===== src/logic/dcache_defines.svh =====
// Data cache geometry
`ifndef DCACHE_DEFINES_SVH
`define DCACHE_DEFINES_SVH

// ============================================================================
// Cache shape
// ============================================================================

// Number of ways in each set
`define DC_WAYS 4

// Number of sets, which makes the index four bits wide
`define DC_SETS 16

// Lowest index bit of the address
// Everything below it is the offset inside a 16 byte line, so bits 3 and 2
// pick one of the four words and bits 1 and 0 pick the byte
`define DC_LOBIT 4

// ============================================================================
// Address
// ============================================================================

// Width of a request address
`define DC_ADDR_W 32

`endif

===== src/logic/dcacheAddrPkg.sv =====
// Data cache address types
`include "dcache_defines.svh"

package dcacheAddrPkg;

	// Index into the sets
	typedef logic [$clog2(`DC_SETS)-1:0] dcIndex;

	// Everything above the index is tag, 24 bits for this geometry
	typedef logic [`DC_ADDR_W-`DC_LOBIT-$clog2(`DC_SETS)-1:0] dcTag;

	// Word inside a line, the byte offset bits are dropped
	typedef logic [`DC_LOBIT-3:0] dcWordSel;

	// Way number
	typedef logic [$clog2(`DC_WAYS)-1:0] dcWay;

	// An address cut into its cache fields
	// Field order follows the address from the top bit down, so a plain cast
	// of the 32 bit address lands every field in place
	typedef struct packed {
		dcTag tag;
		dcIndex index;
		dcWordSel word;
		logic [1:0] byteSel;
	} dcSplitAddr;

endpackage


===== src/logic/dcacheCmdPkg.sv =====
// Data cache command and response types
`include "dcache_defines.svh"

package dcacheCmdPkg;
	import dcacheAddrPkg::*;

	// Command opcodes
	typedef enum logic [1:0] {
		opRead = 2'd0,
		opFill = 2'd1,
		opInvLine = 2'd2,
		opInvAll = 2'd3
	} dcOp;

	// One cache line, four 32 bit words with word 0 in the low bits
	typedef logic [(1 << (`DC_LOBIT - 2))-1:0][31:0] dcLine;

	// Request as it arrives at the cache boundary
	// The line field only matters for a fill
	typedef struct packed {
		dcOp op;
		logic [`DC_ADDR_W-1:0] addr;
		dcLine line;
	} dcReq;

	// Request after decode, address already split into fields
	typedef struct packed {
		dcOp op;
		dcSplitAddr addr;
		dcLine line;
		logic err;
	} dcCmd;

	// Response for every command
	// For a read, hit and way describe the lookup; for a fill, the way is
	// the one written and hit says an existing tag was reused
	typedef struct packed {
		dcOp op;
		logic hit;
		dcWay way;
		logic [31:0] data;
		logic err;
	} dcResp;

endpackage


===== src/logic/dcacheRespond.sv =====
// Data cache response register
`timescale 1ns/100ps

module dcacheRespond import dcacheCmdPkg::*; (
	input logic clk,
	input logic rst,
	// Result from lookup
	input logic resultValid,
	input dcResp result,
	// Response at the cache boundary
	output logic respValid,
	output dcResp resp
);

	// ========================================================================
	// Output stage
	// ========================================================================

	// Strobe for the outside, one cycle per command
	always_ff @(posedge clk) begin
		if (rst) begin
			respValid <= 1'b0;
		end else begin
			respValid <= resultValid;
		end
	end

	// Payload follows the strobe
	// Data is only defined on a hit, so anything else goes out as zero
	always_ff @(posedge clk) begin
		if (resultValid) begin
			resp <= result;
			if (!result.hit) begin
				resp.data <= '0;
			end
		end
	end

endmodule


===== config.mk =====
export PLATFORM = sky130hd
export DESIGN_NAME = dcacheRespond
export DESIGN_NICKNAME = d
export VERILOG_FILES = /design/src/logic/dcacheAddrPkg.sv /design/src/logic/dcacheCmdPkg.sv /design/src/logic/dcacheRespond.sv
export VERILOG_INCLUDE_DIRS = /design/src /design/src/logic
export SDC_FILE = /design/constraint.sdc
export NUM_CORES = 1
export LEC_CHECK = 0
export BUFFER_PORTS_ARGS = -buffer_cell sky130_fd_sc_hd__buf_4
export CAP_MARGIN = 40
export CORE_MARGIN = 2
export CORE_UTILIZATION = 46
export CTS_CLUSTER_DIAMETER = 100
export DETAILED_ROUTE_END_ITERATION = 8
export HOLD_SLACK_MARGIN = 0.15
export PLACE_DENSITY = 0.83
export SYNTH_ARGS = -nofsm -noshare
export SYNTH_HDL_FRONTEND = slang
export SYNTH_SLANG_ARGS = --single-unit
export TNS_END_PERCENT = 30

===== constraint.sdc =====
create_clock -name clk -period 1.74 [get_ports clk]
set_input_delay 0.348 -clock clk [delete_from_list [all_inputs] [get_ports clk]]
set_output_delay 0.348 -clock clk [all_outputs]
set_load 0.05 [all_outputs]

==> results.txt <==
The run finished with clean final reports. The Yosys warning count is 0. After synthesis, flip-flops and latches occupy 81.6% of the total area. The measured slew at the worst slew-check pin is 0.463 ns. The count of nets left with antenna violations once routing finished came out at 0. Hold timing on the final database bottoms out at a slack of 0.173 ns. The number of core rows is 20. The cell area after synthesis is 1420 um2. The clock net sink count came out at 39. Counting the buffers created by CTS gives 5. Derived from the worst setup path, the maximum achievable clock frequency is 0.764 GHz. The critical path is of the reg -> out type. Traced cell by cell, the critical path runs through buf_4.

The total of endpoints with negative setup slack in the final report came out at 0. The H-tree depth is 2. The die area is 3550 um2. The die extent in x came out at 59.6 um. The worst min-delay path class is in -> reg. The remaining global-route overflow is 0. The via count of the routed design is 890. The cell count after synthesis came out at 75. The final-layout setup total negative slack is 0 ns. The critical path data arrival time is 0.96 ns. The number of antenna violations at the first check in global routing came out at 0. The deepest clock path buffer count is 2. The floorplan die height is 59.6 um. The share of the synthesized area in the top cell type came out at 80.2%.

The highest metal layer with signal wires is met4. The final critical-path required period came out at 1.31 ns. Entering global routing, the biggest net connects 40 pins. The routed length on met2 came out at 1500 um.

The worst hold path terminates at resp[0]. The initial core utilization came out at 47.4%. Sorting the synthesized cells by area gives the leading types as sky130_fd_sc_hd__edfxtp_1 80%, sky130_fd_sc_hd__and2_2 17%, sky130_fd_sc_hd__dfxtp_1 1.4%. The number of global-route vias before repair came out at 872. Together, buffers and inverters on the worst path number 1. For this design the ratio of total power to cell area is 1090 nW/um2. The net count reported at finish is 201. The final hold violation count came out at 0.

In this run the mean area of a mapped cell was 19.0 um2. The worst-path maximum fanout came out at 1. The total leakage power is 0.925 nW. The max-slew violation count is 0. In this run the most critical hold path is launched from result[0]. The slowest stage cell on the critical path is sky130_fd_sc_hd__edfxtp_1. The number of remaining DRC errors is 0. The routed metal-1 wirelength came out at 985 um.

The starting DRC count in detailed routing came out at 13. The required time at the endpoint of the critical path came out at 1.39 ns. The average vias per placed instance came out at 4.59. In this design, the largest share of critical-path delay is due to flip-flops. The routed length on met3 is 275 um.

The max-cap violation count came out at 0. Along the worst hold path, the cell count comes to 1. IR analysis of the VDD net gives a maximum drop of 0.582 mV. The floorplan step defined a core boundary enclosing 3000 um2. Of the cells placed in the final design, the portion with a size suffix greater than 1 is 73.9%. In the finished design, the share of the clock period the worst path needs comes to 75.3%.

After filler insertion, the fill cell instance count of the layout stands at 219. The number of distinct library cell variants in the gate-level netlist after synthesis came out at 5. The final routed wire length divided by cell count is 14.5 um. Setup repair after global routing left no endpoint under its margin. Measured against its own limit, the worst slew margin works out to 69.2%. When the netlist entered floorplanning its net count stood at 116.

The post-synthesis cell type with the largest combined area is sky130_fd_sc_hd__edfxtp_1. The overall routing resource usage is 16.2%. The delay of the slowest cell on the worst path is 0.42 ns. Buffers placed on the I/O ports in this run total 79.

The total wirelength of the detailed-routed design is 2820 um. The number of buffers inserted to repair setup after CTS is 0. The wire length of the first global-routing pass is 4010 um.

The number of diodes is 0. The register bit total from synthesis is 39. The worst setup path is launched from a flip-flop. The post-synthesis to final-layout area growth came out at 52.3%. The number of top-level pins is 80. TritonCTS built the clock tree. After clock tree synthesis, the clock-pin slew on the worst setup and hold paths is 0.12 ns. The worst setup path is captured at an output pin. The number of detailed-route iterations in the first pass came out at 4. The weighted congestion reported at the end of routability-driven placement is 0.656. CTS placed an instance of sky130_fd_sc_hd__clkbuf_4 at the clock tree root.
cells in the mapped netlist:
library cell	n
sky130_fd_sc_hd__clkbuf_2	3
sky130_fd_sc_hd__and2_2	32
sky130_fd_sc_hd__nor2b_1	1
sky130_fd_sc_hd__edfxtp_1	38
sky130_fd_sc_hd__dfxtp_1	1
per-layer routing:
metal | global-route usage, % | up-vias
met5 | 0 | -
met4 | 7.62 | 0
met3 | 6.11 | 6
met2 | 29.4 | 51
met1 | 16.2 | 402
li1 | - | 431
cell usage in the layout (no fill, tap or decap), drive strengths merged:
master / instances
clkbuf: 5
bufinv: 2
dfxtp: 1
edfxtp: 38
clkinvlp: 1
and2: 32
nor2b: 1
dlygate4sd3: 2
buf: 79
cell families after synthesis:
family / after synthesis / share of synthesized area, %
and+or+nand+nor: 33 / 17.3
DFF: 39 / 81.6
buffers and inverters: 3 / 1.06
registers in the layout (all words and copies together), names as in the netlist:
| name | cells |
|---|---|
| respValid | 1 |
| resp | 38 |
per-stage QoR:
stage | setup slack, ns | utilization [%] | total power [mW] | instances | area, um2
after global placement | 0.648 | 68.0 | 1.64 | 184 | 2040
final | 0.430 | 72.2 | 2.37 | 194 | 2170
after global routing | 0.385 | 72.2 | 2.44 | 194 | 2170
after CTS | 0.402 | 71.8 | 2.38 | 193 | 2160
after floorplan | 0.791 | - | 1.45 | 75 | 1420
after detailed placement | 0.614 | 68.0 | 1.65 | 184 | 2040
repair_timing:
item,4_1_cts,5_1_grt
gates resized for setup,0,0
hold buffers,1,1
hold endpoints to repair,1,1
area by class of cell:
type	count	area, um2	area share [%]
Tap cell	33	41.3	1.91
Clock inverter	3	67.6	3.12
Clock buffer	5	37.5	1.73
Timing Repair Buffer	81	613	28.3
Multi-Input combinational cell	33	246	11.4
Sequential cell	39	1160	53.6
worst max path at each step:
stage,cells after the start,endpoint,start
2_1_floorplan,0,resp[0],resp[0]
3_3_place_gp,1,resp[22],resultValid
3_5_place_dp,1,resp[23],resultValid
4_1_cts,1,resp[18],resp[18]
5_1_grt,1,resp[9],resp[9]
6_report,1,resp[18],resp[18]
power by group:
part / internal (mW) / switching, mW
combinational: 0.173 / 0.322
clock: 0.447 / 0.293
sequential: 1.11 / 0.0219
(Power assumes the default switching activity.)
